--- src/verilog/fb_pkg.sv ---
// Framebuffer control package
`default_nettype none

package fb_pkg;

    // Word and field widths
    localparam int CMD_WIDTH        = 32;
    localparam int OPCODE_WIDTH     = 4;
    localparam int SCREEN_POS_WIDTH = 11;
    localparam int FB_ADDR_WIDTH    = 20;
    localparam int PIXEL_WIDTH      = 16;

    typedef logic [CMD_WIDTH - 1 : 0]        cmd_word_t;
    typedef logic [SCREEN_POS_WIDTH - 1 : 0] screen_pos_t;
    typedef logic [FB_ADDR_WIDTH - 1 : 0]    fb_addr_t;

    // One RGB565 pixel or one depth value
    typedef logic [PIXEL_WIDTH - 1 : 0]      fb_pixel_t;

    // Opcode sits in the top nibble of every command word
    typedef enum logic [OPCODE_WIDTH - 1 : 0] {
        op_nop                = 4'd0,
        op_set_resolution     = 4'd1,
        op_set_scissor_start  = 4'd2,
        op_set_scissor_end    = 4'd3,
        op_set_scissor_enable = 4'd4,
        op_set_color_addr     = 4'd5,
        op_set_depth_addr     = 4'd6,
        op_set_clear_color    = 4'd7,
        op_set_clear_depth    = 4'd8,
        op_set_mask           = 4'd9,
        op_memset             = 4'd10,
        op_swap               = 4'd11
    } fb_opcode_e;

    // Target buffer of a memory write
    typedef enum logic {
        buf_color = 1'b0,
        buf_depth = 1'b1
    } fb_buf_e;

    // Clear engine walks color first, then depth
    typedef enum logic [1 : 0] {
        clr_idle  = 2'd0,
        clr_color = 2'd1,
        clr_depth = 2'd2
    } clear_state_e;

    // Swap handshake with the display side
    typedef enum logic [1 : 0] {
        sw_idle  = 2'd0,
        sw_pulse = 2'd1,
        sw_wait  = 2'd2
    } swap_state_e;

endpackage

`default_nettype wire

--- src/verilog/fb_cmd_decode.sv ---
// Command decode and configuration registers
`timescale 1ns/1ps
`default_nettype none

module fb_cmd_decode (
    input  wire                  aclk,
    input  wire                  rst_n,

    input  wire                  cmd_valid,
    input  fb_pkg::cmd_word_t    cmd_data,
    output logic                 cmd_ready,

    input  wire                  clear_busy,
    input  wire                  swap_busy,
    output logic                 clear_start,
    output logic                 clear_color_en,
    output logic                 clear_depth_en,
    output logic                 swap_start,

    output fb_pkg::screen_pos_t  x_res,
    output fb_pkg::screen_pos_t  y_res,
    output fb_pkg::screen_pos_t  sc_start_x,
    output fb_pkg::screen_pos_t  sc_start_y,
    output fb_pkg::screen_pos_t  sc_end_x,
    output fb_pkg::screen_pos_t  sc_end_y,
    output logic                 sc_enable,
    output fb_pkg::fb_addr_t     color_base,
    output fb_pkg::fb_addr_t     depth_base,
    output fb_pkg::fb_pixel_t    clear_rgb565,
    output fb_pkg::fb_pixel_t    clear_depth
);
    import fb_pkg::*;

    fb_opcode_e opcode;
    logic       accept;
    logic       pending;
    logic       mask_color;
    logic       mask_depth;

    assign opcode    = fb_opcode_e'(cmd_data[CMD_WIDTH - 1 -: OPCODE_WIDTH]);
    assign cmd_ready = !pending;
    assign accept    = cmd_valid && cmd_ready;

    // Start pulses fire on the accepting cycle so the stages react on the next one
    assign clear_start    = accept && (opcode == op_memset);
    assign clear_color_en = cmd_data[0] && mask_color;
    assign clear_depth_en = cmd_data[1] && mask_depth;
    assign swap_start     = accept && (opcode == op_swap);

    always_ff @(posedge aclk)
    begin
        if (!rst_n)
        begin
            pending      <= 1'b0;
            x_res        <= '0;
            y_res        <= '0;
            sc_start_x   <= '0;
            sc_start_y   <= '0;
            sc_end_x     <= '0;
            sc_end_y     <= '0;
            sc_enable    <= 1'b0;
            color_base   <= '0;
            depth_base   <= '0;
            clear_rgb565 <= '0;
            clear_depth  <= '0;
            mask_color   <= 1'b1;
            mask_depth   <= 1'b1;
        end
        else
        begin
            // Busy flags are already up on the cycle after a start
            if (pending && !clear_busy && !swap_busy)
            begin
                pending <= 1'b0;
            end

            if (accept)
            begin
                case (opcode)
                    op_set_resolution:
                    begin
                        x_res <= cmd_data[10 : 0];
                        y_res <= cmd_data[21 : 11];
                    end
                    op_set_scissor_start:
                    begin
                        sc_start_x <= cmd_data[10 : 0];
                        sc_start_y <= cmd_data[21 : 11];
                    end
                    op_set_scissor_end:
                    begin
                        sc_end_x <= cmd_data[10 : 0];
                        sc_end_y <= cmd_data[21 : 11];
                    end
                    op_set_scissor_enable: sc_enable  <= cmd_data[0];
                    op_set_color_addr:     color_base <= cmd_data[FB_ADDR_WIDTH - 1 : 0];
                    op_set_depth_addr:     depth_base <= cmd_data[FB_ADDR_WIDTH - 1 : 0];
                    // RGB888 down to RGB565, top bits of each channel
                    op_set_clear_color:
                        clear_rgb565 <= {cmd_data[23 : 19], cmd_data[15 : 10], cmd_data[7 : 3]};
                    op_set_clear_depth:    clear_depth <= cmd_data[PIXEL_WIDTH - 1 : 0];
                    op_set_mask:
                    begin
                        mask_color <= cmd_data[0];
                        mask_depth <= cmd_data[1];
                    end
                    op_memset, op_swap:    pending <= 1'b1;
                    default:
                    begin
                    end
                endcase
            end
        end
    end

endmodule

`default_nettype wire

--- src/verilog/fb_clear_engine.sv ---
// Scissored framebuffer clear engine
`timescale 1ns/1ps
`default_nettype none

module fb_clear_engine (
    input  wire                  aclk,
    input  wire                  rst_n,

    input  wire                  clear_start,
    input  wire                  clear_color_en,
    input  wire                  clear_depth_en,
    output logic                 clear_busy,

    input  fb_pkg::screen_pos_t  x_res,
    input  fb_pkg::screen_pos_t  y_res,
    input  fb_pkg::screen_pos_t  sc_start_x,
    input  fb_pkg::screen_pos_t  sc_start_y,
    input  fb_pkg::screen_pos_t  sc_end_x,
    input  fb_pkg::screen_pos_t  sc_end_y,
    input  wire                  sc_enable,
    input  fb_pkg::fb_addr_t     color_base,
    input  fb_pkg::fb_addr_t     depth_base,
    input  fb_pkg::fb_pixel_t    clear_rgb565,
    input  fb_pkg::fb_pixel_t    clear_depth,

    output logic                 beat_valid,
    input  wire                  beat_ready,
    output fb_pkg::fb_addr_t     beat_addr,
    output fb_pkg::fb_pixel_t    beat_data,
    output fb_pkg::fb_buf_e      beat_buf
);
    import fb_pkg::*;

    clear_state_e state;
    screen_pos_t  x;
    screen_pos_t  y;
    fb_addr_t     row_base;
    fb_addr_t     x_ext;
    fb_addr_t     x_res_ext;
    logic         depth_pend;
    logic         active;
    logic         in_scissor;
    logic         last_x;
    logic         last_y;
    logic         advance;

    assign x_ext     = {{(FB_ADDR_WIDTH - SCREEN_POS_WIDTH){1'b0}}, x};
    assign x_res_ext = {{(FB_ADDR_WIDTH - SCREEN_POS_WIDTH){1'b0}}, x_res};

    assign active = (state == clr_color) || (state == clr_depth);
    assign last_x = (x == x_res - 11'd1);
    assign last_y = (y == y_res - 11'd1);

    // Pixels outside the scissor are stepped over without a beat
    assign in_scissor = !sc_enable
        || ((x >= sc_start_x) && (x < sc_end_x) && (y >= sc_start_y) && (y < sc_end_y));

    assign advance = active && (!in_scissor || beat_ready);

    assign beat_valid = active && in_scissor;
    assign beat_addr  = row_base + x_ext;
    assign beat_data  = (state == clr_depth) ? clear_depth : clear_rgb565;
    assign beat_buf   = (state == clr_depth) ? buf_depth : buf_color;

    // Stay busy while the output register still holds a stalled beat
    assign clear_busy = active || !beat_ready;

    always_ff @(posedge aclk)
    begin
        if (!rst_n)
        begin
            state      <= clr_idle;
            x          <= '0;
            y          <= '0;
            row_base   <= '0;
            depth_pend <= 1'b0;
        end
        else
        begin
            case (state)
                clr_idle:
                begin
                    if (clear_start && (x_res != '0) && (y_res != '0))
                    begin
                        x          <= '0;
                        y          <= '0;
                        depth_pend <= clear_depth_en;
                        if (clear_color_en)
                        begin
                            state    <= clr_color;
                            row_base <= color_base;
                        end
                        else if (clear_depth_en)
                        begin
                            state    <= clr_depth;
                            row_base <= depth_base;
                        end
                    end
                end
                clr_color, clr_depth:
                begin
                    if (advance)
                    begin
                        if (!last_x)
                        begin
                            x <= x + 11'd1;
                        end
                        else if (!last_y)
                        begin
                            // Next row starts one line further on
                            x        <= '0;
                            y        <= y + 11'd1;
                            row_base <= row_base + x_res_ext;
                        end
                        else
                        begin
                            x          <= '0;
                            y          <= '0;
                            depth_pend <= 1'b0;
                            if ((state == clr_color) && depth_pend)
                            begin
                                state    <= clr_depth;
                                row_base <= depth_base;
                            end
                            else
                            begin
                                state <= clr_idle;
                            end
                        end
                    end
                end
                default: state <= clr_idle;
            endcase
        end
    end

endmodule

`default_nettype wire

--- src/verilog/fb_output_stage.sv ---
// Write output register and swap handshake
`timescale 1ns/1ps
`default_nettype none

module fb_output_stage (
    input  wire                  aclk,
    input  wire                  rst_n,

    input  wire                  beat_valid,
    output logic                 beat_ready,
    input  fb_pkg::fb_addr_t     beat_addr,
    input  fb_pkg::fb_pixel_t    beat_data,
    input  fb_pkg::fb_buf_e      beat_buf,

    output logic                 mem_wvalid,
    input  wire                  mem_wready,
    output fb_pkg::fb_addr_t     mem_waddr,
    output fb_pkg::fb_pixel_t    mem_wdata,
    output fb_pkg::fb_buf_e      mem_wbuf,

    input  wire                  swap_start,
    input  wire                  fb_swapped,
    output logic                 swap_fb,
    output logic                 swap_busy
);
    import fb_pkg::*;

    swap_state_e swap_state;

    // Take a new beat when empty or when the held one leaves this cycle
    assign beat_ready = !mem_wvalid || mem_wready;

    always_ff @(posedge aclk)
    begin
        if (!rst_n)
        begin
            mem_wvalid <= 1'b0;
        end
        else if (beat_ready)
        begin
            mem_wvalid <= beat_valid;
        end
    end

    always_ff @(posedge aclk)
    begin
        if (beat_valid && beat_ready)
        begin
            mem_waddr <= beat_addr;
            mem_wdata <= beat_data;
            mem_wbuf  <= beat_buf;
        end
    end

    assign swap_fb   = (swap_state == sw_pulse);
    assign swap_busy = (swap_state != sw_idle);

    always_ff @(posedge aclk)
    begin
        if (!rst_n)
        begin
            swap_state <= sw_idle;
        end
        else
        begin
            case (swap_state)
                sw_idle:
                begin
                    if (swap_start)
                    begin
                        swap_state <= sw_pulse;
                    end
                end
                sw_pulse: swap_state <= sw_wait;
                sw_wait:
                begin
                    // Display side reports the new buffer as live
                    if (fb_swapped)
                    begin
                        swap_state <= sw_idle;
                    end
                end
                default: swap_state <= sw_idle;
            endcase
        end
    end

endmodule

`default_nettype wire

--- src/verilog/rasterix_fb.sv ---
// Framebuffer control top level
`timescale 1ns/1ps
`default_nettype none

module rasterix_fb (
    input  wire                  aclk,
    input  wire                  rst_n,

    input  wire                  cmd_valid,
    output logic                 cmd_ready,
    input  fb_pkg::cmd_word_t    cmd_data,

    output logic                 mem_wvalid,
    input  wire                  mem_wready,
    output fb_pkg::fb_addr_t     mem_waddr,
    output fb_pkg::fb_pixel_t    mem_wdata,
    output fb_pkg::fb_buf_e      mem_wbuf,

    output logic                 swap_fb,
    input  wire                  fb_swapped,
    output fb_pkg::fb_addr_t     fb_addr
);
    import fb_pkg::*;

    logic        clear_start;
    logic        clear_color_en;
    logic        clear_depth_en;
    logic        clear_busy;
    logic        swap_start;
    logic        swap_busy;
    screen_pos_t x_res;
    screen_pos_t y_res;
    screen_pos_t sc_start_x;
    screen_pos_t sc_start_y;
    screen_pos_t sc_end_x;
    screen_pos_t sc_end_y;
    logic        sc_enable;
    fb_addr_t    color_base;
    fb_addr_t    depth_base;
    fb_pixel_t   clear_rgb565;
    fb_pixel_t   clear_depth;
    logic        beat_valid;
    logic        beat_ready;
    fb_addr_t    beat_addr;
    fb_pixel_t   beat_data;
    fb_buf_e     beat_buf;

    // Display scans out of the current color buffer
    assign fb_addr = color_base;

    fb_cmd_decode u_cmd_decode (
        .aclk(aclk), .rst_n(rst_n),
        .cmd_valid(cmd_valid), .cmd_data(cmd_data), .cmd_ready(cmd_ready),
        .clear_busy(clear_busy), .swap_busy(swap_busy),
        .clear_start(clear_start), .clear_color_en(clear_color_en),
        .clear_depth_en(clear_depth_en), .swap_start(swap_start),
        .x_res(x_res), .y_res(y_res),
        .sc_start_x(sc_start_x), .sc_start_y(sc_start_y),
        .sc_end_x(sc_end_x), .sc_end_y(sc_end_y), .sc_enable(sc_enable),
        .color_base(color_base), .depth_base(depth_base),
        .clear_rgb565(clear_rgb565), .clear_depth(clear_depth)
    );

    fb_clear_engine u_clear_engine (
        .aclk(aclk), .rst_n(rst_n),
        .clear_start(clear_start), .clear_color_en(clear_color_en),
        .clear_depth_en(clear_depth_en), .clear_busy(clear_busy),
        .x_res(x_res), .y_res(y_res),
        .sc_start_x(sc_start_x), .sc_start_y(sc_start_y),
        .sc_end_x(sc_end_x), .sc_end_y(sc_end_y), .sc_enable(sc_enable),
        .color_base(color_base), .depth_base(depth_base),
        .clear_rgb565(clear_rgb565), .clear_depth(clear_depth),
        .beat_valid(beat_valid), .beat_ready(beat_ready),
        .beat_addr(beat_addr), .beat_data(beat_data), .beat_buf(beat_buf)
    );

    fb_output_stage u_output_stage (
        .aclk(aclk), .rst_n(rst_n),
        .beat_valid(beat_valid), .beat_ready(beat_ready),
        .beat_addr(beat_addr), .beat_data(beat_data), .beat_buf(beat_buf),
        .mem_wvalid(mem_wvalid), .mem_wready(mem_wready),
        .mem_waddr(mem_waddr), .mem_wdata(mem_wdata), .mem_wbuf(mem_wbuf),
        .swap_start(swap_start), .fb_swapped(fb_swapped),
        .swap_fb(swap_fb), .swap_busy(swap_busy)
    );

endmodule

`default_nettype wire

--- config.mk ---
export PLATFORM = sky130hd
export DESIGN_NAME = rasterix_fb
export DESIGN_NICKNAME = d
export VERILOG_FILES = /design/src/verilog/fb_pkg.sv /design/src/verilog/fb_cmd_decode.sv /design/src/verilog/fb_clear_engine.sv /design/src/verilog/fb_output_stage.sv /design/src/verilog/rasterix_fb.sv
export SDC_FILE = /design/constraint.sdc
export NUM_CORES = 1
export LEC_CHECK = 0
export BUFFER_PORTS_ARGS = -buffer_cell sky130_fd_sc_hd__buf_2
export CAP_MARGIN = 30
export CORE_MARGIN = 10
export CORE_UTILIZATION = 65
export DETAILED_ROUTE_END_ITERATION = 16
export PLACE_DENSITY = 0.86
export SLEW_MARGIN = 10
export SYNTH_ARGS = -nofsm -noshare
export SYNTH_HDL_FRONTEND = slang
export SYNTH_SLANG_ARGS = --single-unit
--- constraint.sdc ---
create_clock -name aclk -period 10.4 [get_ports aclk]
set_clock_uncertainty 0.15 [all_clocks]
set_input_delay 0.52 -clock aclk [delete_from_list [all_inputs] [get_ports aclk]]
set_output_delay 0.52 -clock aclk [all_outputs]
set_load 0.01 [all_outputs]
; After elaboration in Yosys (flattened, before gate mapping)
; Index checks and enable logic that the tools add are counted.
[op_classes]
addsub = 6
mul = 0
div_mod_pow = 0
order_cmp = 4
eq_ne = 25
shifts = 0
mux = 37
bitwise = 0
n_reduce_logical = 51
[op_table]
columns = op, n
row1 = 2-to-1 mux 20 bit, 7
row2 = 2-to-1 mux 11 bit, 6
row3 = one-hot mux 11 bit (2 select lines), 2
row4 = adder 20 x 11 -> 20 bit, 2
row5 = one-hot mux 20 bit (2 select lines), 1
row6 = "adder 11 x 1 -> 11 bit, second input constant", 2
row7 = == test 11 bit, 2
row8 = >= comparator 11 bit, 2
row9 = < comparator 11 bit, 2
row10 = nonzero test 11 bit, 2
row11 = "subtractor 11 x 1 -> 11 bit, second input constant", 2
row12 = AND reduction 2 bit, 10
row13 = 2-to-1 mux 2 bit, 9
row14 = "== test 4 x 3 -> 1 bit, second input constant", 4
row15 = "== test 4 bit, second input constant", 4
row16 = logical AND 1 bit, 16
row17 = 2-to-1 mux 16 bit, 1
row18 = AND reduction 5 bit, 2
row19 = "== test 4 x 2 -> 1 bit, second input constant", 2
row20 = 2-to-1 mux 1 bit, 8
row21 = "!= test 2 x 1 -> 1 bit, second input constant", 4
row22 = zero test 1 bit, 7
row23 = one-hot mux 2 bit (3 select lines), 1
row24 = AND reduction 6 bit, 1
row25 = 14 further kinds, 24
[totals]
register_bits = 227
latchBits = 0
ramBits = 0
mem_bits_ro = 0
in_bits = 37
out_inout_bits = 60
word_cells = 147
n_memories = 0

; Longest topological paths before layout
; Gate-level depths: netlist (run 1).
[logic_depth]
word_depth = 10
depth_mapped = 14
depth_no_buf = 12

; Cells and area by module
; Synthesis (run 1) repeated with hierarchy kept, for this count alone.
[unflattened]
hier_cells = 1323
hier_area_um2 = 12416.9
[by_module_without_submodules]
columns = mod, n_inst, cells_each, area_per_inst_um2, seq_area_each_um2
row1 = fb_clear_engine, 1, 766, 5950.7, 900.9
row2 = fb_cmd_decode, 1, 507, 5223.8, 2842.7
row3 = fb_output_stage, 1, 50, 1242.4, 1171.1

; Worst setup path after synthesis (run 1)
; OpenSTA, ideal clock, no wires.
[synth_timing]
path_kind = flip-flop to flip-flop
startpoint = register u_clear_engine.state[0]
endpoint = register u_output_stage.mem_waddr[0] (enable)
setup_time_ps = 488
arrival_ps = 4727
t_required_ps = 9762
slack_ps = 5035
stages_incl_launch_ff = 9
n_path_buf = 0
synth_period_minus_slack_ps = 5365
path_cell_list = dfxtp_1 -> inv_1 -> ha_1 -> inv_1 -> or4_1 -> a221oi_1 -> nor3b_1 -> nand4b_1 -> a21boi_0
[synth_between]
elab_chain_cells = 4
elab_cells_between_ends = 5
classes_between = eq/ne (2) / reduce/logical (3)
[synth_rtl]
columns = element, line_no
row1 = from (decl), fb_clear_engine.sv:34  ; clear_state_e state;
row2 = from (signal assigned), fb_clear_engine.sv:72  ; state <= clr_idle;
row3 = from (signal assigned), fb_clear_engine.sv:90  ; state <= clr_color;
row4 = from (signal assigned), fb_clear_engine.sv:95  ; state <= clr_depth;
row5 = == test 2 x 1 -> 1 bit / == test 2 bit (equally long branches), fb_clear_engine.sv:50  ; assign active = (state == clr_color) || (state == clr_depth);
row6 = logical OR 1 bit (*), fb_clear_engine.sv:50
row7 = logical AND 1 bit (*), fb_clear_engine.sv:60  ; assign beat_valid = active && in_scissor;
row8 = logical AND 1 bit (*), fb_output_stage.sv:47  ; if (beat_valid && beat_ready)
row9 = to (signal assigned), fb_output_stage.sv:49  ; mem_waddr <= beat_addr;
row10 = to (decl), fb_output_stage.sv:17  ; output fb_pkg::fb_addr_t mem_waddr,
; Every way passes the cells marked *; elsewhere a longest branch is shown, timed or not.
; A chain may end at the register's enable or synchronous reset.

; Worst setup path in the final report (run 1)
[layout_timing]
startpoint = register u_clear_engine.state[0]
endpoint = register u_clear_engine.row_base[19]
[layout_between]
elab_chain_cells = 5
elab_cells_between_ends = 15
classes_between = eq/ne (7) / mux (1) / reduce/logical (7)
[layout_rtl]
columns = element, line_no
row1 = == test 2 x 1 -> 1 bit / == test 2 bit (equally long branches), "fb_clear_engine.sv:50, fb_clear_engine.sv:80, fb_clear_engine.sv:120"
row2 = logical OR 1 bit, fb_clear_engine.sv:50
row3 = logical AND 1 bit, fb_clear_engine.sv:58  ; assign advance = active && (!in_scissor || beat_ready);
row4 = != test 2 x 1 -> 1 bit (no source line), -
row5 = AND reduction 6 bit (no source line), -
row6 = to (signal assigned), fb_clear_engine.sv:91  ; row_base <= color_base;
row7 = to (signal assigned), fb_clear_engine.sv:96  ; row_base <= depth_base;
row8 = to (signal assigned), fb_clear_engine.sv:113  ; row_base <= row_base + x_res_ext;
row9 = to (decl), fb_clear_engine.sv:37  ; fb_addr_t row_base;
; Parallel ways exist; a longest one is shown, timed or not.

==> impl_metrics.env, run 1 <==
export IMPL_hold_viol=0
export IMPL_syn_inst=1450
export IMPL_critPathLaunchType="register"
export IMPL_cts_tree="built"
export IMPL_via_count=10892
export IMPL_insertion_delay_ps=520
export IMPL_max_slew_margin_pct=37.9
export IMPL_setup_slack_ps=5860
export IMPL_p_int_mw=1.43
export IMPL_powerDensity_mw_per_mm2=142
export IMPL_fillCellCount=1345
export IMPL_antenna_found_initial=0
export IMPL_maxCapViolCount=0
export IMPL_worstMarginPinSlew_ps=929
export IMPL_p_seq_share_pct=48.5
export IMPL_cts_resized=0
export IMPL_drv_slew=0
export IMPL_drive_gt1_share_pct=11.8
export IMPL_synth_most_common_cell="nand2_1"
export IMPL_first_iter_violations=858
export IMPL_place_congestion=0.920
export IMPL_grt_max_degree=72
export IMPL_fin_hold_ws_ps=101
export IMPL_clock_root_buffer="clkbuf_16"
export IMPL_synth_top_area_share_pct=32.3
export IMPL_holdPathStages=3
export IMPL_pwr_share_comb_pct=5.3
export IMPL_start_util_pct=65.7
export IMPL_route_detailed_drc=0
export IMPL_hp_class="primary input to register"
export IMPL_place_ws_ps=6000
export IMPL_area_delta_synth_final_pct=11.4
export IMPL_die_area_sq_mm=0.0239
export IMPL_synth_warnings=0
export IMPL_cts_setup_buffers=0
export IMPL_synth_commonest_cells="347 x nand2_1, 206 x a21oi_1, 190 x dfxtp_1"
export IMPL_drtPass1Iterations=8
export IMPL_r2r_cells=12
export IMPL_viasPerCell=6.23
export IMPL_async_reset_ff_share_pct=0
export IMPL_finalSetupTns_ps=0
export IMPL_yosysSeqAreaShare_pct=41.8
export IMPL_die_w_um=155
export IMPL_rsz0062_at_grt="false"
export IMPL_cp_required_ps=10640
export IMPL_hpwlAfterDp_um=22600
export IMPL_worstPathArrival_ps=4780
export IMPL_boundaryPins=97
export IMPL_antenna_cells=0
export IMPL_cts_sinks=227
export IMPL_rows=49
export IMPL_grt_overflow_total=0
export IMPL_p_leak_nw=4.96
export IMPL_synth_main_ff_cell="dfxtp_1"
export IMPL_grt_pass1_wl_um=52300
export IMPL_power_mw=1.86
export IMPL_avgSynthCellArea_sq_um=8.12
export IMPL_h_tree_depth=1
export IMPL_fmax_mhz=220
export IMPL_yosysTopAreaCell="dfxtp_1"
export IMPL_yosysUniqueCellTypes=64
export IMPL_finalWirelength_um=33100
export IMPL_clockBufferDepth=3
export IMPL_synth_area_leaders="dfxtp_1 32%, nand2_1 11%, edfxtp_1 9.4%"
export IMPL_cp_max_fo=39
export IMPL_switching_share_pct=23.0
export IMPL_cts_hold_buf=0
export IMPL_p_sw_mw=0.429
export IMPL_outcome="finished, final reports clean"
export IMPL_wl_per_cell_um=18.9
export IMPL_cts_reportedPaths_clkPinSlew_ps=60
export IMPL_io_buffers=92
export IMPL_setup_violations=0
export IMPL_fin_crit_ps=4540
export IMPL_die_h_um=155
export IMPL_syn_area_sq_mm=0.0118
export IMPL_synth_edf_count=37
export IMPL_final_nets=1612
export IMPL_final_antenna_net_count=0
export IMPL_synth_net_count=1561
export IMPL_synth_seq_cells=227
export IMPL_core_area_sq_mm=0.0179
export IMPL_cts_inserted_buffers=24
export IMPL_crit_type="register to register"
export IMPL_ir_drop_v=0.000151
export IMPL_clockPowerShare_pct=46.2
export IMPL_period_share_pct=43.6
export IMPL_endpoint_kind="register"
export IMPL_grt_pass1_vias=10311
export IMPL_grt_total_usage_pct=26.4
==> logic make-up (layout without fill, tap and decap cells) <==
family | Yosys count | after routing | synth area share (%)
DFF | 227 | 227 | 41.8
xor gates and xnor gates | 49 | 49 | 3.65
muxes | 20 | 20 | 1.88
AOI/OAI and AO/OA | 351 | 351 | 18.1
and+or+nand+nor | 583 | 583 | 21.9
buffers and inverters | 146 | 215 | 4.78
adders and majority gates | 74 | 74 | 7.99
==> flip-flops by register name, summed over array words and instances, names as in the netlist, 2 cells and up <==
| register | cells |
|---|---|
| u_clear_engine.row_base | 20 |
| u_cmd_decode.color_base | 20 |
| u_cmd_decode.depth_base | 20 |
| u_output_stage.mem_waddr | 20 |
| u_cmd_decode.clear_depth | 16 |
| u_cmd_decode.clear_rgb565 | 16 |
| u_output_stage.mem_wdata | 16 |
| u_clear_engine.x | 11 |
| u_clear_engine.y | 11 |
| u_cmd_decode.sc_end_x | 11 |
| u_cmd_decode.sc_end_y | 11 |
| u_cmd_decode.sc_start_x | 11 |
| u_cmd_decode.sc_start_y | 11 |
| u_cmd_decode.x_res | 11 |
| u_cmd_decode.y_res | 11 |
| u_clear_engine.state | 2 |
| u_output_stage.swap_state | 2 |
==> critical path: stages (launching register included) <==
cell	delay (ps)
dfxtp_1	410
inv_1	90
ha_1	470
inv_1	220
or4_1	550
a221oi_1	230
nor3b_1	230
nand4b_1	320
o211ai_2	680
a311o_1	210
buf_4	350
nor3_1	100
or3_1	390
==> layout by cell type (no fill, tap or decap), types with 8 or more instances in the layout <==
master / Yosys / final
o21ai_0: 41 / 41
buf_2: 6 / 92
buf_4: 0 / 8
o21a_1: 10 / 10
edfxtp_1: 37 / 37
inv_1: 70 / 69
nor2_1: 80 / 80
nand2b_1: 10 / 10
nor3_1: 16 / 16
o22ai_1: 8 / 8
a21oi_1: 206 / 206
xnor2_1: 32 / 32
nor2b_1: 14 / 14
or3_1: 16 / 16
dfxtp_1: 190 / 190
and3_1: 9 / 9
nand2_1: 347 / 347
or4_1: 9 / 9
nand3_1: 31 / 31
xor2_1: 17 / 17
ha_1: 72 / 72
clkbuf_16: 0 / 25
mux2_2: 17 / 17
a211oi_1: 11 / 11
==> power groups by stage <==
| stage | Clock [mW] | Sequential (mW) | Combinational [mW] |
|---|---|---|---|
| floorplan | 0 | 0.922 | 0.0578 |
| detailed placement | 0 | 0.923 | 0.0956 |
| CTS | 0.862 | 0.904 | 0.0964 |
| global placement | 0 | 0.923 | 0.0921 |
| finish | 0.860 | 0.904 | 0.0987 |
| global route | 0.898 | 0.905 | 0.106 |
==> through the flow <==
stage          cells  cell area, sq um  util, %
6_report        1748             13100     73.3
5_1_grt         1748             13100     73.3
4_1_cts         1748             13100     73.3
3_5_place_dp    1704             12300     68.9
3_3_place_gp    1703             12300     68.7
2_1_floorplan   1450             11800        -
==> final timing paths <==
kind,from,to,slack [ps]
setup reg to reg,u_clear_engine.state[0],u_clear_engine.row_base[19],5860
hold reg to reg,u_cmd_decode.sc_end_x[0],u_cmd_decode.sc_end_x[0],300
hold / removal,cmd_data[23],u_cmd_decode.clear_rgb565[15],100
setup / recovery,u_clear_engine.state[0],u_clear_engine.row_base[19],5860
==> routing by layer <==
layer / vias to the layer above / routed length [um] / global-route usage, %
met2: 591 / 15700 / 44.7
met4: 0 / 1750 / 12.9
met1: 5090 / 12400 / 31.7
li1: 5106 / - / -
met3: 105 / 3260 / 4.41
met5: - / 0 / 0
==> final cells by class <==
class	instances	area, sq um	share of cell area, %
sequential	227	4910	37.5
timing repair buffer	101	548	4.18
tap	229	287	2.18
multi-input combinational	1077	6310	48.1
clock buffer	34	679	5.18
clock inverter	10	108	0.820
inverter	70	265	2.02
Power figures use the tool's default switching activity.
==> run 2, diff against run 1 <==
Settings changed: CORE_UTILIZATION 65 to 55, PLACE_DENSITY 0.86 to 0.77.
Clock period 10.4 ns to 4.1 ns, I/O delays scaled along.
==> impl_metrics.env, run 2 (synthesis results as in run 1) <==
export IMPL_outcome="finished, final reports clean"
export IMPL_drv_slew=0
export IMPL_design_area_sq_mm=0.0137
export IMPL_crit_path_cell_trace="or4_1, or4_4, a2111oi_4, nand4_1, o2bb2ai_1, o211ai_2, a311o_2, buf_12, or2_2, o21ai_0"
export IMPL_powerDensity_mw_per_mm2=350
export IMPL_fmax_mhz=263
export IMPL_critical_path_max_stage_delay_ps=710
export IMPL_cts_reportedPaths_clkPinSlew_ps=60
export IMPL_endpoint_kind="register"
export IMPL_antenna_cells=0
export IMPL_layout_commonest_cell="nand2_1"
export IMPL_met2_usage_pct=39.1
export IMPL_drtPass1Iterations=6
export IMPL_die_area_sq_mm=0.0276
export IMPL_slowest_stage="or4_1"
export IMPL_hpwlAfterDp_um=23100
export IMPL_viasPerCell=5.86
export IMPL_r2r_slack_ps=290
export IMPL_p_leak_nw=5.20
export IMPL_core_area_sq_mm=0.0210
export IMPL_clockBufferDepth=3
export IMPL_final_cells=1844
export IMPL_die_h_um=166
export IMPL_cp_required_ps=4420
export IMPL_area_delta_synth_final_pct=16.1
export IMPL_first_iter_violations=1015
export IMPL_finalSetupTns_ps=0
export IMPL_worstPathArrival_ps=4130
export IMPL_final_antenna_net_count=0
export IMPL_route_detailed_drc=0
export IMPL_rows=53
export IMPL_worstMarginPinSlew_ps=931
export IMPL_cts_sinks=227
export IMPL_fillCellCount=1757
export IMPL_min_to="u_cmd_decode.pending"
export IMPL_critPathLaunchType="register"
export IMPL_fin_crit_ps=3810
export IMPL_io_buffers=92
export IMPL_holdPathStages=3
export IMPL_die_w_um=166
export IMPL_max_slew_margin_pct=37.8
export IMPL_insertion_delay_ps=540
export IMPL_hold_start="mem_wready"
export IMPL_grt_busiest_layer="met2"
export IMPL_h_tree_depth=1
export IMPL_grt_overflow_total=0
export IMPL_setup_violations=0
export IMPL_hp_class="primary input to register"
export IMPL_r2r_cells=10
export IMPL_final_core_util_pct=65.0
export IMPL_final_cell_mix="347 x nand2_1, 206 x a21oi_1, 190 x dfxtp_1, 92 x buf_2, 80 x nor2_1"
export IMPL_grt_max_degree=94
export IMPL_use_met1_pct=29.0
export IMPL_r2r_start="u_cmd_decode.x_res[0]"
export IMPL_grt_total_usage_pct=22.9
export IMPL_setup_slack_ps=293
export IMPL_place_congestion=0.934
export IMPL_boundaryPins=97
export IMPL_maxCapViolCount=0
export IMPL_crit_type="register to register"
export IMPL_final_nets=1661
export IMPL_finalWirelength_um=33400
export IMPL_via_count=10811
export IMPL_rsz0062_at_grt="false"
export IMPL_drive_gt1_share_pct=12.7
export IMPL_placed_cell_area_sq_mm=0.0125
export IMPL_cts_inserted_buffers=25
export IMPL_grt_pass1_vias=10186
export IMPL_fin_hold_ws_ps=149
export IMPL_place_detailed_instances=1766
export IMPL_hold_viol=0
export IMPL_timing_rr_end="u_clear_engine.row_base[2]"
export IMPL_cp_max_fo=16
export IMPL_place_ws_ps=274
export IMPL_wl_per_cell_um=18.1
export IMPL_grt_pass1_wl_um=53300
export IMPL_clock_root_buffer="clkbuf_16"
export IMPL_ir_drop_v=0.000250
export IMPL_period_share_pct=92.9
export IMPL_start_util_pct=56.0
export IMPL_power_mw=4.78
export IMPL_met3_usage_pct=3.36
export IMPL_antenna_found_initial=0
export IMPL_cts_setup_buffers=0
export IMPL_cts_tree="built"
## run 2: changes by cell type in the layout (fill, tap and decap cells not counted), moves of 2 or more
cell / before / now
dlygate4sd3_1: 0 / 31
buf_4: 8 / 23
buf_12: 0 / 2
clkbuf_1: 7 / 5
## run 2: cell type report
class	instances	area (sq um)	area share, %
Multi-Input combinational cell	1077	6310	46.2
Sequential cell	227	4910	36.0
Timing Repair Buffer	149	1010	7.40
Clock buffer	34	711	5.20
Tap cell	275	344	2.52
Inverter	70	265	1.94
Clock inverter	12	101	0.742
## run 2: repair_timing
| item | CTS | global route |
|---|---|---|
| endpoints found under the hold margin | 154 | 0 |
| gates resized for setup | 0 | 1 |
| setup endpoints to repair | 0 | 1 |
| hold buffers | 31 | 0 |
## run 2: per-layer routing
layer  vias up  share of wire, %
li1       5211                 -
met1      5102                41
met2       424                48
met3        74               7.8
met4         0               3.2
met5         -                 0
## run 2: worst max-delay path, delay by kind of cell (launching register included)
family | cells | cell delay [ps]
buf+inv | 1 | 200
flops | 1 | 380
compound gates | 5 | 1350
simple gates | 4 | 1670
## run 2: worst max-delay path by stage
| stage | endpoint | slack (ps) | cells past startpoint | start |
|---|---|---|---|---|
| global route | u_clear_engine.row_base[2] | 80 | 10 | u_cmd_decode.x_res[0] |
| CTS | u_clear_engine.row_base[2] | 240 | 10 | u_cmd_decode.x_res[0] |
| global placement | u_clear_engine.row_base[2] | 350 | 10 | u_cmd_decode.x_res[0] |
| finish | u_clear_engine.row_base[2] | 290 | 10 | u_cmd_decode.x_res[0] |
| floorplan | u_output_stage.mem_waddr[0] | 390 | 8 | u_clear_engine.state[0] |
| detailed placement | u_clear_engine.row_base[2] | 270 | 10 | u_cmd_decode.x_res[0] |
## run 2: power breakdown
part | internal (mW) | total (mW) | switching (mW)
clock | 1.28 | 2.21 | 0.925
combinational | 0.0964 | 0.278 | 0.182
sequential | 2.28 | 2.29 | 0.0149
total | 3.66 | 4.78 | 1.12
